[src/rtl/capi_read_pkg.sv]
`default_nettype none

package capi_read_pkg;

  ////////////////////////////////////////////////////////////////////////////
  // Sizes
  ////////////////////////////////////////////////////////////////////////////

  localparam int TAG_BITS          = 8;
  localparam int TAG_COUNT         = 16;                 // Low tag bits index the table
  localparam int TAG_INDEX_BITS    = $clog2(TAG_COUNT);
  localparam int DW_COUNT          = 8;                  // Double words per half line
  localparam int DW_BITS           = 64;
  localparam int HALF_LINE_BITS    = DW_COUNT * DW_BITS; // 512
  localparam int LINE_BITS         = 2 * HALF_LINE_BITS;
  localparam int ITEM_COUNT_BITS   = 32;
  localparam int ADDRESS_BITS      = 64;
  localparam int WED_RESERVED_BITS = HALF_LINE_BITS - ITEM_COUNT_BITS - 2 * ADDRESS_BITS;

  ////////////////////////////////////////////////////////////////////////////
  // Types
  ////////////////////////////////////////////////////////////////////////////

  typedef enum logic [1:0] {
    CMD_NONE = 2'b00,
    CMD_READ = 2'b01,
    CMD_WED  = 2'b10
  } cmd_type_t;

  // Lookup result that travels with a routed half
  typedef struct packed {
    logic [TAG_BITS-1:0] tag;
    cmd_type_t           cmd_type;
  } tag_entry_t;

  // Work element descriptor layout with the item count in the top bits
  typedef struct packed {
    logic [ITEM_COUNT_BITS-1:0]   item_count;
    logic [ADDRESS_BITS-1:0]      source_address;
    logic [ADDRESS_BITS-1:0]      destination_address;
    logic [WED_RESERVED_BITS-1:0] reserved;
  } wed_fields_t;

  typedef union packed {
    logic [HALF_LINE_BITS-1:0] raw;
    wed_fields_t               wed;
  } half_line_u;

endpackage

`default_nettype wire

[src/rtl/buffer_write_if.sv]
`timescale 1ns/100ps
`default_nettype none

// One beat of the host buffer write
interface buffer_write_if;
  import capi_read_pkg::*;

  logic                write_valid;
  logic [TAG_BITS-1:0] write_tag;
  logic                write_tag_parity; // Odd parity over the tag
  logic                write_address;    // 0 low half, 1 high half
  half_line_u          write_data;
  logic [DW_COUNT-1:0] write_parity;     // One bit per double word

  modport receive (
    input write_valid, write_tag, write_tag_parity, write_address, write_data, write_parity
  );

endinterface

`default_nettype wire

[src/rtl/data_control_if.sv]
`timescale 1ns/100ps
`default_nettype none

// Routed output for one half line
interface data_control_if;
  import capi_read_pkg::*;

  logic       valid;
  logic       read_data; // Half belongs to a read line
  logic       wed_data;  // Half holds a WED
  tag_entry_t cmd;
  half_line_u data;

  modport source (
    output valid, read_data, wed_data, cmd, data
  );

  modport receive (
    input valid, read_data, wed_data, cmd, data
  );

endinterface

`default_nettype wire

[src/rtl/command_tag_table.sv]
`timescale 1ns/100ps
`default_nettype none

module command_tag_table (
  input  logic                                 clock,
  input  logic                                 rstn,
  input  logic                                 issue_valid,
  input  logic [capi_read_pkg::TAG_BITS-1:0]   issue_tag,
  input  capi_read_pkg::cmd_type_t             issue_type,
  input  logic [capi_read_pkg::TAG_BITS-1:0]   lookup_tag,
  output capi_read_pkg::tag_entry_t            lookup_entry
);
  import capi_read_pkg::*;

  tag_entry_t                entries [TAG_COUNT];
  logic [TAG_INDEX_BITS-1:0] issue_index;
  logic [TAG_INDEX_BITS-1:0] lookup_index;

  assign issue_index  = issue_tag[TAG_INDEX_BITS-1:0];
  assign lookup_index = lookup_tag[TAG_INDEX_BITS-1:0];

  // Full tag is kept so aliasing tags miss
  always_ff @(posedge clock or negedge rstn) begin
    if (!rstn) begin
      for (int i = 0; i < TAG_COUNT; i++) begin
        entries[i] <= '{tag: '0, cmd_type: CMD_NONE};
      end
    end else if (issue_valid) begin
      entries[issue_index] <= '{tag: issue_tag, cmd_type: issue_type};
    end
  end

  // Asynchronous lookup for the latched beat
  always_comb begin
    lookup_entry.tag = lookup_tag;
    if (entries[lookup_index].tag == lookup_tag) begin
      lookup_entry.cmd_type = entries[lookup_index].cmd_type;
    end else begin
      lookup_entry.cmd_type = CMD_NONE; // Never issued
    end
  end

endmodule

`default_nettype wire

[src/rtl/buffer_parity_check.sv]
`timescale 1ns/100ps
`default_nettype none

module buffer_parity_check (
  input  logic                  clock,
  input  logic                  rstn,
  input  logic                  enabled,
  buffer_write_if.receive       buffer,
  output logic [1:0]            data_read_error // Bit 0 tag, bit 1 data
);
  import capi_read_pkg::*;

  logic                valid_latched;
  logic [TAG_BITS-1:0] tag_latched;
  logic                tag_parity_latched;
  half_line_u          data_latched;
  logic [DW_COUNT-1:0] parity_latched;
  logic                tag_error;
  logic [DW_COUNT-1:0] dw_error;
  logic [1:0]          error_flags;

  // Input stage
  always_ff @(posedge clock or negedge rstn) begin
    if (!rstn) begin
      valid_latched <= 1'b0;
    end else begin
      valid_latched <= enabled & buffer.write_valid;
    end
  end

  always_ff @(posedge clock) begin
    if (enabled && buffer.write_valid) begin
      tag_latched        <= buffer.write_tag;
      tag_parity_latched <= buffer.write_tag_parity;
      data_latched       <= buffer.write_data;
      parity_latched     <= buffer.write_parity;
    end
  end

  // Odd parity holds when data plus parity bit has an odd count of ones
  always_comb begin
    tag_error = ~(^{tag_latched, tag_parity_latched});
    for (int i = 0; i < DW_COUNT; i++) begin
      dw_error[i] = ~(^{data_latched.raw[i*DW_BITS +: DW_BITS], parity_latched[i]});
    end
  end

  // Flag register, then output register
  always_ff @(posedge clock or negedge rstn) begin
    if (!rstn) begin
      error_flags     <= 2'b00;
      data_read_error <= 2'b00;
    end else begin
      error_flags     <= valid_latched ? {|dw_error, tag_error} : 2'b00;
      data_read_error <= error_flags;
    end
  end

endmodule

`default_nettype wire

[src/rtl/read_data_control.sv]
`timescale 1ns/100ps
`default_nettype none

module read_data_control (
  input  logic                               clock,
  input  logic                               rstn,
  input  logic                               enabled_in,
  buffer_write_if.receive                    buffer,
  output logic [capi_read_pkg::TAG_BITS-1:0] lookup_tag,
  input  capi_read_pkg::tag_entry_t          lookup_entry,
  output logic                               enabled,
  data_control_if.source                     half_low,
  data_control_if.source                     half_high
);
  import capi_read_pkg::*;

  logic                valid_latched;
  logic [TAG_BITS-1:0] tag_latched;
  logic                address_latched;
  half_line_u          data_latched;
  logic                low_select;
  logic                high_select;
  logic                is_read;
  logic                is_wed;

////////////////////////////////////////////////////////////////////////////
// Enable register
////////////////////////////////////////////////////////////////////////////

  always_ff @(posedge clock or negedge rstn) begin
    if (!rstn) begin
      enabled <= 1'b0;
    end else begin
      enabled <= enabled_in;
    end
  end

////////////////////////////////////////////////////////////////////////////
// Input latch
////////////////////////////////////////////////////////////////////////////

  always_ff @(posedge clock or negedge rstn) begin
    if (!rstn) begin
      valid_latched <= 1'b0;
    end else begin
      valid_latched <= enabled & buffer.write_valid; // Nothing taken while disabled
    end
  end

  always_ff @(posedge clock) begin
    if (enabled && buffer.write_valid) begin
      tag_latched     <= buffer.write_tag;
      address_latched <= buffer.write_address;
      data_latched    <= buffer.write_data;
    end
  end

  assign lookup_tag = tag_latched; // Table answers in the same cycle

////////////////////////////////////////////////////////////////////////////
// Command decode and half routing
////////////////////////////////////////////////////////////////////////////

  assign low_select  = valid_latched & ~address_latched;
  assign high_select = valid_latched & address_latched;
  assign is_read     = (lookup_entry.cmd_type == CMD_READ);
  assign is_wed      = (lookup_entry.cmd_type == CMD_WED);

  always_ff @(posedge clock or negedge rstn) begin
    if (!rstn) begin
      half_low.valid      <= 1'b0;
      half_low.read_data  <= 1'b0;
      half_low.wed_data   <= 1'b0;
      half_high.valid     <= 1'b0;
      half_high.read_data <= 1'b0;
      half_high.wed_data  <= 1'b0;
    end else begin
      half_low.valid      <= low_select;
      half_low.read_data  <= low_select & is_read;
      half_low.wed_data   <= low_select & is_wed;  // CMD_NONE leaves both low
      half_high.valid     <= high_select;
      half_high.read_data <= high_select & is_read;
      half_high.wed_data  <= high_select & is_wed;
    end
  end

  // Payload zeroed on the idle half
  always_ff @(posedge clock) begin
    half_low.cmd   <= low_select ? lookup_entry : '0;
    half_low.data  <= low_select ? data_latched : '0;
    half_high.cmd  <= high_select ? lookup_entry : '0;
    half_high.data <= high_select ? data_latched : '0;
  end

endmodule

`default_nettype wire

[src/rtl/read_line_assembler.sv]
`timescale 1ns/100ps
`default_nettype none

module read_line_assembler (
  input  logic                                       clock,
  input  logic                                       rstn,
  data_control_if.receive                            half_low,
  data_control_if.receive                            half_high,
  output logic                                       line_valid,
  output logic [capi_read_pkg::TAG_BITS-1:0]         line_tag,
  output logic [capi_read_pkg::LINE_BITS-1:0]        line_data,
  output logic                                       wed_valid,
  output logic [capi_read_pkg::ITEM_COUNT_BITS-1:0]  wed_item_count,
  output logic [capi_read_pkg::ADDRESS_BITS-1:0]     wed_source_address,
  output logic [capi_read_pkg::ADDRESS_BITS-1:0]     wed_destination_address
);
  import capi_read_pkg::*;

  logic                low_held;
  logic [TAG_BITS-1:0] low_tag;
  half_line_u          low_data;
  logic                low_read;
  logic                high_read;
  logic                tag_match;
  logic                low_wed;

  assign low_read  = half_low.valid & half_low.read_data;
  assign high_read = half_high.valid & half_high.read_data;
  assign tag_match = low_held & (half_high.cmd.tag == low_tag);
  assign low_wed   = half_low.valid & half_low.wed_data; // High WED halves are dropped

  always_ff @(posedge clock or negedge rstn) begin
    if (!rstn) begin
      low_held   <= 1'b0;
      line_valid <= 1'b0;
      wed_valid  <= 1'b0;
    end else begin
      if (low_read) begin
        low_held <= 1'b1;
      end else if (high_read && tag_match) begin
        low_held <= 1'b0; // Low half consumed
      end
      line_valid <= high_read & tag_match;
      wed_valid  <= low_wed;
    end
  end

  always_ff @(posedge clock) begin
    if (low_read) begin
      low_tag  <= half_low.cmd.tag;
      low_data <= half_low.data;
    end
    if (high_read && tag_match) begin
      line_tag  <= half_high.cmd.tag;
      line_data <= {half_high.data.raw, low_data.raw}; // Low half in lower bits
    end
    if (low_wed) begin
      wed_item_count          <= half_low.data.wed.item_count;
      wed_source_address      <= half_low.data.wed.source_address;
      wed_destination_address <= half_low.data.wed.destination_address;
    end
  end

endmodule

`default_nettype wire

[src/rtl/read_data_top.sv]
`timescale 1ns/100ps
`default_nettype none

module read_data_top (
  input  logic                                       clock,
  input  logic                                       rstn,
  input  logic                                       enabled_in,
  input  logic                                       write_valid,
  input  logic [capi_read_pkg::TAG_BITS-1:0]         write_tag,
  input  logic                                       write_tag_parity,
  input  logic                                       write_address,
  input  logic [capi_read_pkg::HALF_LINE_BITS-1:0]   write_data,
  input  logic [capi_read_pkg::DW_COUNT-1:0]         write_parity,
  input  logic                                       issue_valid,
  input  logic [capi_read_pkg::TAG_BITS-1:0]         issue_tag,
  input  capi_read_pkg::cmd_type_t                   issue_type,
  output logic                                       line_valid,
  output logic [capi_read_pkg::TAG_BITS-1:0]         line_tag,
  output logic [capi_read_pkg::LINE_BITS-1:0]        line_data,
  output logic                                       wed_valid,
  output logic [capi_read_pkg::ITEM_COUNT_BITS-1:0]  wed_item_count,
  output logic [capi_read_pkg::ADDRESS_BITS-1:0]     wed_source_address,
  output logic [capi_read_pkg::ADDRESS_BITS-1:0]     wed_destination_address,
  output logic [1:0]                                 data_read_error
);
  import capi_read_pkg::*;

  logic                enabled;    // Registered enable, shared
  logic [TAG_BITS-1:0] lookup_tag;
  tag_entry_t          lookup_entry;

  buffer_write_if buffer ();
  data_control_if half_low ();
  data_control_if half_high ();

  // Plain inputs onto the write bundle
  assign buffer.write_valid      = write_valid;
  assign buffer.write_tag        = write_tag;
  assign buffer.write_tag_parity = write_tag_parity;
  assign buffer.write_address    = write_address;
  assign buffer.write_data       = write_data;
  assign buffer.write_parity     = write_parity;

  command_tag_table command_tag_table_inst (
    .clock        (clock),
    .rstn         (rstn),
    .issue_valid  (issue_valid),
    .issue_tag    (issue_tag),
    .issue_type   (issue_type),
    .lookup_tag   (lookup_tag),
    .lookup_entry (lookup_entry)
  );

  read_data_control read_data_control_inst (
    .clock        (clock),
    .rstn         (rstn),
    .enabled_in   (enabled_in),
    .buffer       (buffer),
    .lookup_tag   (lookup_tag),
    .lookup_entry (lookup_entry),
    .enabled      (enabled),
    .half_low     (half_low),
    .half_high    (half_high)
  );

  buffer_parity_check buffer_parity_check_inst (
    .clock           (clock),
    .rstn            (rstn),
    .enabled         (enabled),
    .buffer          (buffer),
    .data_read_error (data_read_error)
  );

  read_line_assembler read_line_assembler_inst (
    .clock                   (clock),
    .rstn                    (rstn),
    .half_low                (half_low),
    .half_high               (half_high),
    .line_valid              (line_valid),
    .line_tag                (line_tag),
    .line_data               (line_data),
    .wed_valid               (wed_valid),
    .wed_item_count          (wed_item_count),
    .wed_source_address      (wed_source_address),
    .wed_destination_address (wed_destination_address)
  );

endmodule

`default_nettype wire

[config.mk]
export PLATFORM = sky130hd
export DESIGN_NAME = read_data_top
export DESIGN_NICKNAME = d
export VERILOG_FILES = /design/src/rtl/capi_read_pkg.sv /design/src/rtl/buffer_write_if.sv /design/src/rtl/data_control_if.sv /design/src/rtl/command_tag_table.sv /design/src/rtl/buffer_parity_check.sv /design/src/rtl/read_data_control.sv /design/src/rtl/read_line_assembler.sv /design/src/rtl/read_data_top.sv
export SDC_FILE = /design/constraint.sdc
export NUM_CORES = 2
export LEC_CHECK = 0
export BUFFER_PORTS_ARGS = -buffer_cell sky130_fd_sc_hd__buf_2
export CAP_MARGIN = 20
export CORE_AREA = 2 2 684 686
export CTS_CLUSTER_SIZE = 14
export DETAILED_ROUTE_END_ITERATION = 6
export DIE_AREA = 0 0 686 688
export SYNTH_ARGS = -nofsm -noshare
export SYNTH_HDL_FRONTEND = slang
export SYNTH_SLANG_ARGS = --single-unit
[constraint.sdc]
create_clock -name clock -period 131.3 [get_ports clock]
set_input_delay 6.565 -clock clock [delete_from_list [all_inputs] [get_ports clock]]
set_output_delay 6.565 -clock clock [all_outputs]
set_load 0.02 [all_outputs]
# Word-level counts from Yosys, hierarchy flattened
# Index checks and enable logic that the tools add are counted.
# word_totals
regBits	3456
# op_classes
n_lt_le_gt_ge	3
n_eq_ne	4
n_mux	10
bitwise_logic	23
n_reduce_logical	14
# ops
cell	n
parity 65 bit	8
bitwise mux 160 bit	1
binary-select mux 10 bit (select 4 bit)	1
demux 10 bit (select 4 bit)	1
two-way mux 10 bit	3
== test 8 bit	2
bitwise AND 1 bit	11
greater-or-equal comparator 5 bit (second input constant)	2
inverter 1 bit	10
inverter 4 -> 5 bit	2
parity 9 bit	1
OR reduction 8 bit	1
< comparator 5 x 1 -> 1 bit (second input constant)	1
two-way mux 2 bit	2
logical AND 1 bit	3
== test 2 x 1 -> 1 bit (second input constant)	1
== test 2 bit (second input constant)	1
two-way mux 1 bit	2
nonzero test 2 bit	1

# Logic depth before layout (Yosys ltp)
# depth
ltp_word	8
mapped_depth	11
ltp_nobuf	7

# Modules after synthesis
# From an unflattened synthesis, not the netlist that was laid out.
# unflattened
cells_unflattened	6126
area_unflattened_um2	125427.8
# modules_own_cells
module	n_inst	cells_each	area_per_inst_um2	seq_area_each_um2
read_line_assembler	1	1733	51614.5	51484.4
read_data_control	1	2857	45894.0	36745.2
buffer_parity_check	1	1027	20762.4	16010.4
command_tag_table	1	509	7156.9	4003.8

# Least setup slack after synthesis
# OpenSTA, ideal clock, no wires.
# synth_timing
path_kind	register to register
from	register read_line_assembler_inst.low_tag[1]
to	register read_line_assembler_inst.line_valid
setup_time_ns	9.791
arrival_time_ns	98.200
required_ns	121.509
path_slack_ns	23.309
path_stages_with_launch	3
path_buffers	0
synth_period_minus_slack_ns	107.991
path_cell_list	edfxtp_1 -> xor2_1 -> nor4_1
# synth_between
elab_chain_cells	3
# synth_rtl
item	line_no	rtl
from (decl)	read_line_assembler.sv:20	logic [TAG_BITS-1:0] low_tag;
from (signal assigned)	read_line_assembler.sv:50	low_tag <= half_low.cmd.tag;
== test 8 bit	read_line_assembler.sv:29	assign tag_match = low_held & (half_high.cmd.tag == low_tag);
bitwise AND 1 bit	read_line_assembler.sv:29	
bitwise AND 1 bit	read_line_assembler.sv:43	line_valid <= high_read & tag_match;
to (signal assigned)	read_line_assembler.sv:43	
to (decl)	read_line_assembler.sv:9	output logic line_valid,
# Every way passes these cells.
# A chain may end at the register's enable or synchronous reset.

# Worst setup path in the final report
# layout_timing
from	input port write_valid
to	register buffer_parity_check_inst.data_latched[419] (netlist bit), enable pin
# layout_between
elab_chain_cells	1
# layout_rtl
item	line_no	rtl
from (decl)	read_data_top.sv:8	input logic write_valid,
logical AND 1 bit	buffer_parity_check.sv:32	if (enabled && buffer.write_valid) begin
to (signal assigned)	buffer_parity_check.sv:35	data_latched <= buffer.write_data;
to (decl)	buffer_parity_check.sv:16	half_line_u data_latched;
# Every way passes these cells.

==> metrics <==
Synth async-reset ratio=5.035%; WL per Instance=27.74 µm; synthesized area per cell=19.53 µm²; maximum fanout along the worst path=59; Post-Syn Instances=5,502; # clock sinks=3,456; Cell Area, Synth=107,500 µm²; Post-CTS Resized=0; post-synth top area share=62.65%; Leakage Power=51.50 nW; Global Route Usage Sum=15.86%; reported max-cap violation count=0; number of enable flip-flop cells after synthesis=2,242; routability cong.=0.8712; crit start category=input port; start point of the critical path=write_valid; IO buf count=1,740; number of vias after detailed routing=55,126; starting density of the core=23.11%; width of the die=686 µm; Final Hold Viols=0; Hold/Removal Path Class=flop to flop; HPWL after DPL=297,700 µm; peak supply drop=0.01348 mV; status=completed; data arrival time of the critical path=10.91 ns; CTS Hold Buffers Added=0; Setup TNS=0 ns; path type of the worst setup path=input port to flop; count of state elements after synthesis=3,456; final-report max-slew violation count=0; proportion of synthesized chip area in sequential cells=86.07%; Slew @ Worst Pin=1.116 ns; Rows=251; clock input transition at the sequential cells of the worst setup and hold paths=0.06 ns; WP data required=131.87 ns; post-route cell area=136,300 µm²; via/cell ratio=3.891; maximum frequency from static timing analysis=0.09664 GHz; vertical extent of the die=688 µm; Clock Root Buffer=sky130_fd_sc_hd__clkbuf_16; wire length of the first global-routing pass=500,400 µm; number of buffers inserted to repair setup after CTS=0; unrepaired setup endpoints after global routing=no; area leader, netlist=sky130_fd_sc_hd__edfxtp_1; yosys synthesis warning count=0; Layout Area Growth over Synthesis=26.79%; worst slew margin relative to its limit=25.62%; antenna violation net count after detailed routing=0; boundary pin count=1,741; drt initial violations=4,818; worst slack at placement=119.86 ns; aggregate global routing overflow=0; cell area after placement=123,900 µm²; via count of the first global-routing pass=53,318; final setup slack of the worst path=120.95 ns; Post-route DRC=0; number of nets in the layout=8,021; Netlist cell types=49; clock latency of the later-clocked register in the worst-skew pair=0.98 ns; Worst R2R Start=read_line_assembler_inst.low_tag[2]; endpoint kind of the worst setup timing path=flop; Most used DFF post-synth=sky130_fd_sc_hd__edfxtp_1; shortest clock period the worst path allows after layout=10.35 ns; power density normalized to cell area=17.14 nW/µm²; Longest Clk Path Bufs=4; TritonCTS Buffers=356; core region area=465,100 µm²; maximum number of pins on one net before global-route repair=153; initial antenna violation count=208; CTS H-Tree Depth=5; total wirelength of the detailed-routed design=393,100 µm; number of optimization iterations in the first detailed-route pass=7; post-synth net total=6,047; Finish-stage setup viols=0; area enclosed by the die boundary=472,000 µm²; period utilisation layout=7.880%; cells taking the most area after synthesis=sky130_fd_sc_hd__edfxtp_1, sky130_fd_sc_hd__dfxtp_1, sky130_fd_sc_hd__dfrtp_1; Worst Min Path Start=buffer_parity_check_inst.error_flags[0]; CTS tree=yes; worst setup skew after layout=0.09564 ns; setup slack on the worst flop-to-flop path=125.78 ns; share of post-route cells with drive strength above 1=32.27%; most frequent cell after synthesis=sky130_fd_sc_hd__edfxtp_1; leading post-synthesis cells by instance count=sky130_fd_sc_hd__edfxtp_1, sky130_fd_sc_hd__dfxtp_1, sky130_fd_sc_hd__and2_1
==> cell type report <==
class                           instances  area (µm²)
Fill cell                           45925      328800
Inverter                                6       30.03
Clock inverter                        140        1707
Multi-Input combinational cell       1842       14210
Timing Repair Buffer                 1814        9390
Antenna cell                          190       475.5
Tap cell                             6198        7755
Clock buffer                          523       10190
Sequential cell                      3456       92500
==> critical path, cell delays in order <==
cell and delay (ns):
sky130_fd_sc_hd__buf_2 0.09, sky130_fd_sc_hd__and2_4 0.62, sky130_fd_sc_hd__buf_4 0.65, sky130_fd_sc_hd__buf_4 0.66
sky130_fd_sc_hd__buf_4 0.51, sky130_fd_sc_hd__buf_4 0.72, sky130_fd_sc_hd__buf_4 0.76
==> cells in the final DEF, fill, tap and decap left out, types with 8 or more instances in the layout <==
cell	count
sky130_fd_sc_hd__clkinv_1	27
sky130_fd_sc_hd__clkbuf_16	362
sky130_fd_sc_hd__xnor2_1	406
sky130_fd_sc_hd__nor2_1	20
sky130_fd_sc_hd__buf_2	1739
sky130_fd_sc_hd__diode_2	190
sky130_fd_sc_hd__clkinvlp_4	14
sky130_fd_sc_hd__xnor3_1	27
sky130_fd_sc_hd__buf_4	65
sky130_fd_sc_hd__nor2b_1	19
sky130_fd_sc_hd__clkinv_2	37
sky130_fd_sc_hd__clkinv_4	8
sky130_fd_sc_hd__and3_1	519
sky130_fd_sc_hd__dfxtp_1	1040
sky130_fd_sc_hd__buf_12	8
sky130_fd_sc_hd__nand2_1	14
sky130_fd_sc_hd__edfxtp_1	2242
sky130_fd_sc_hd__clkbuf_8	53
sky130_fd_sc_hd__mux4_2	29
sky130_fd_sc_hd__inv_6	11
sky130_fd_sc_hd__dfrtp_1	173
sky130_fd_sc_hd__xor2_1	61
sky130_fd_sc_hd__clkinv_16	15
sky130_fd_sc_hd__nand2b_1	14
sky130_fd_sc_hd__mux2_2	101
sky130_fd_sc_hd__or2_2	25
sky130_fd_sc_hd__clkbuf_1	108
sky130_fd_sc_hd__a22oi_1	9
sky130_fd_sc_hd__and2_1	540
sky130_fd_sc_hd__bufinv_16	18
==> final timing paths <==
path	to	cells after the start
hold reg to reg	buffer_parity_check_inst.data_read_error[0]	0
hold / removal	buffer_parity_check_inst.data_read_error[0]	0
max in group asynchronous	command_tag_table_inst.entries[121]	3
min in group asynchronous	command_tag_table_inst.entries[29]	1
setup reg to reg	read_line_assembler_inst.line_data[388]	8
setup / recovery	buffer_parity_check_inst.data_latched[419]	7
==> flip-flops by register name, summed over array words and instances, names as in the netlist, 64 cells and up <==
| register | count |
|---|---|
| buffer_parity_check_inst.data_latched | 512 |
| command_tag_table_inst.entries | 160 |
| read_data_control_inst.half_high.data | 512 |
| read_data_control_inst.half_low.data | 512 |
| read_line_assembler_inst.line_data | 1024 |
| read_line_assembler_inst.low_data | 512 |
| read_line_assembler_inst.wed_destination_address | 64 |
| read_line_assembler_inst.wed_source_address | 64 |
==> stage by stage <==
stage	hold WS [ns]	util (%)	power [mW]	std cells
floorplan	0.3312	-	1.274	5502
CTS	0.3472	29.19	2.367	13978
finish	0.3540	29.30	2.336	14169
global route	0.3452	29.21	2.411	14001
detailed placement	0.3364	26.63	1.348	13315
global placement	0.3407	26.63	1.347	13315
==> per-layer routing <==
layer	track usage [%]	routed length, µm
met5	0	774
met4	5.224	14250
met3	6.232	39080
met2	26.29	187900
met1	18.77	151100
==> logic make-up (layout without fill, tap and decap cells) <==
group	count (synthesis)	after routing	synth area share (%)
DFF	3456	3456	86.07
buffers and inverters	204	2483	0.7277
other	0	190	0
and+or+nand+nor	1172	1172	6.750
xor gates and xnor gates	500	500	4.493
AOI/OAI and AO/OA	35	35	0.2457
muxes	135	135	1.713
==> power breakdown <==
part / total (mW) / switching [mW] / internal (mW)
sequential: 1.20 / 0.0218 / 1.18
combinational: 0.120 / 0.0666 / 0.0530
clock: 1.02 / 0.438 / 0.581
Power figures use the tool's default switching activity.
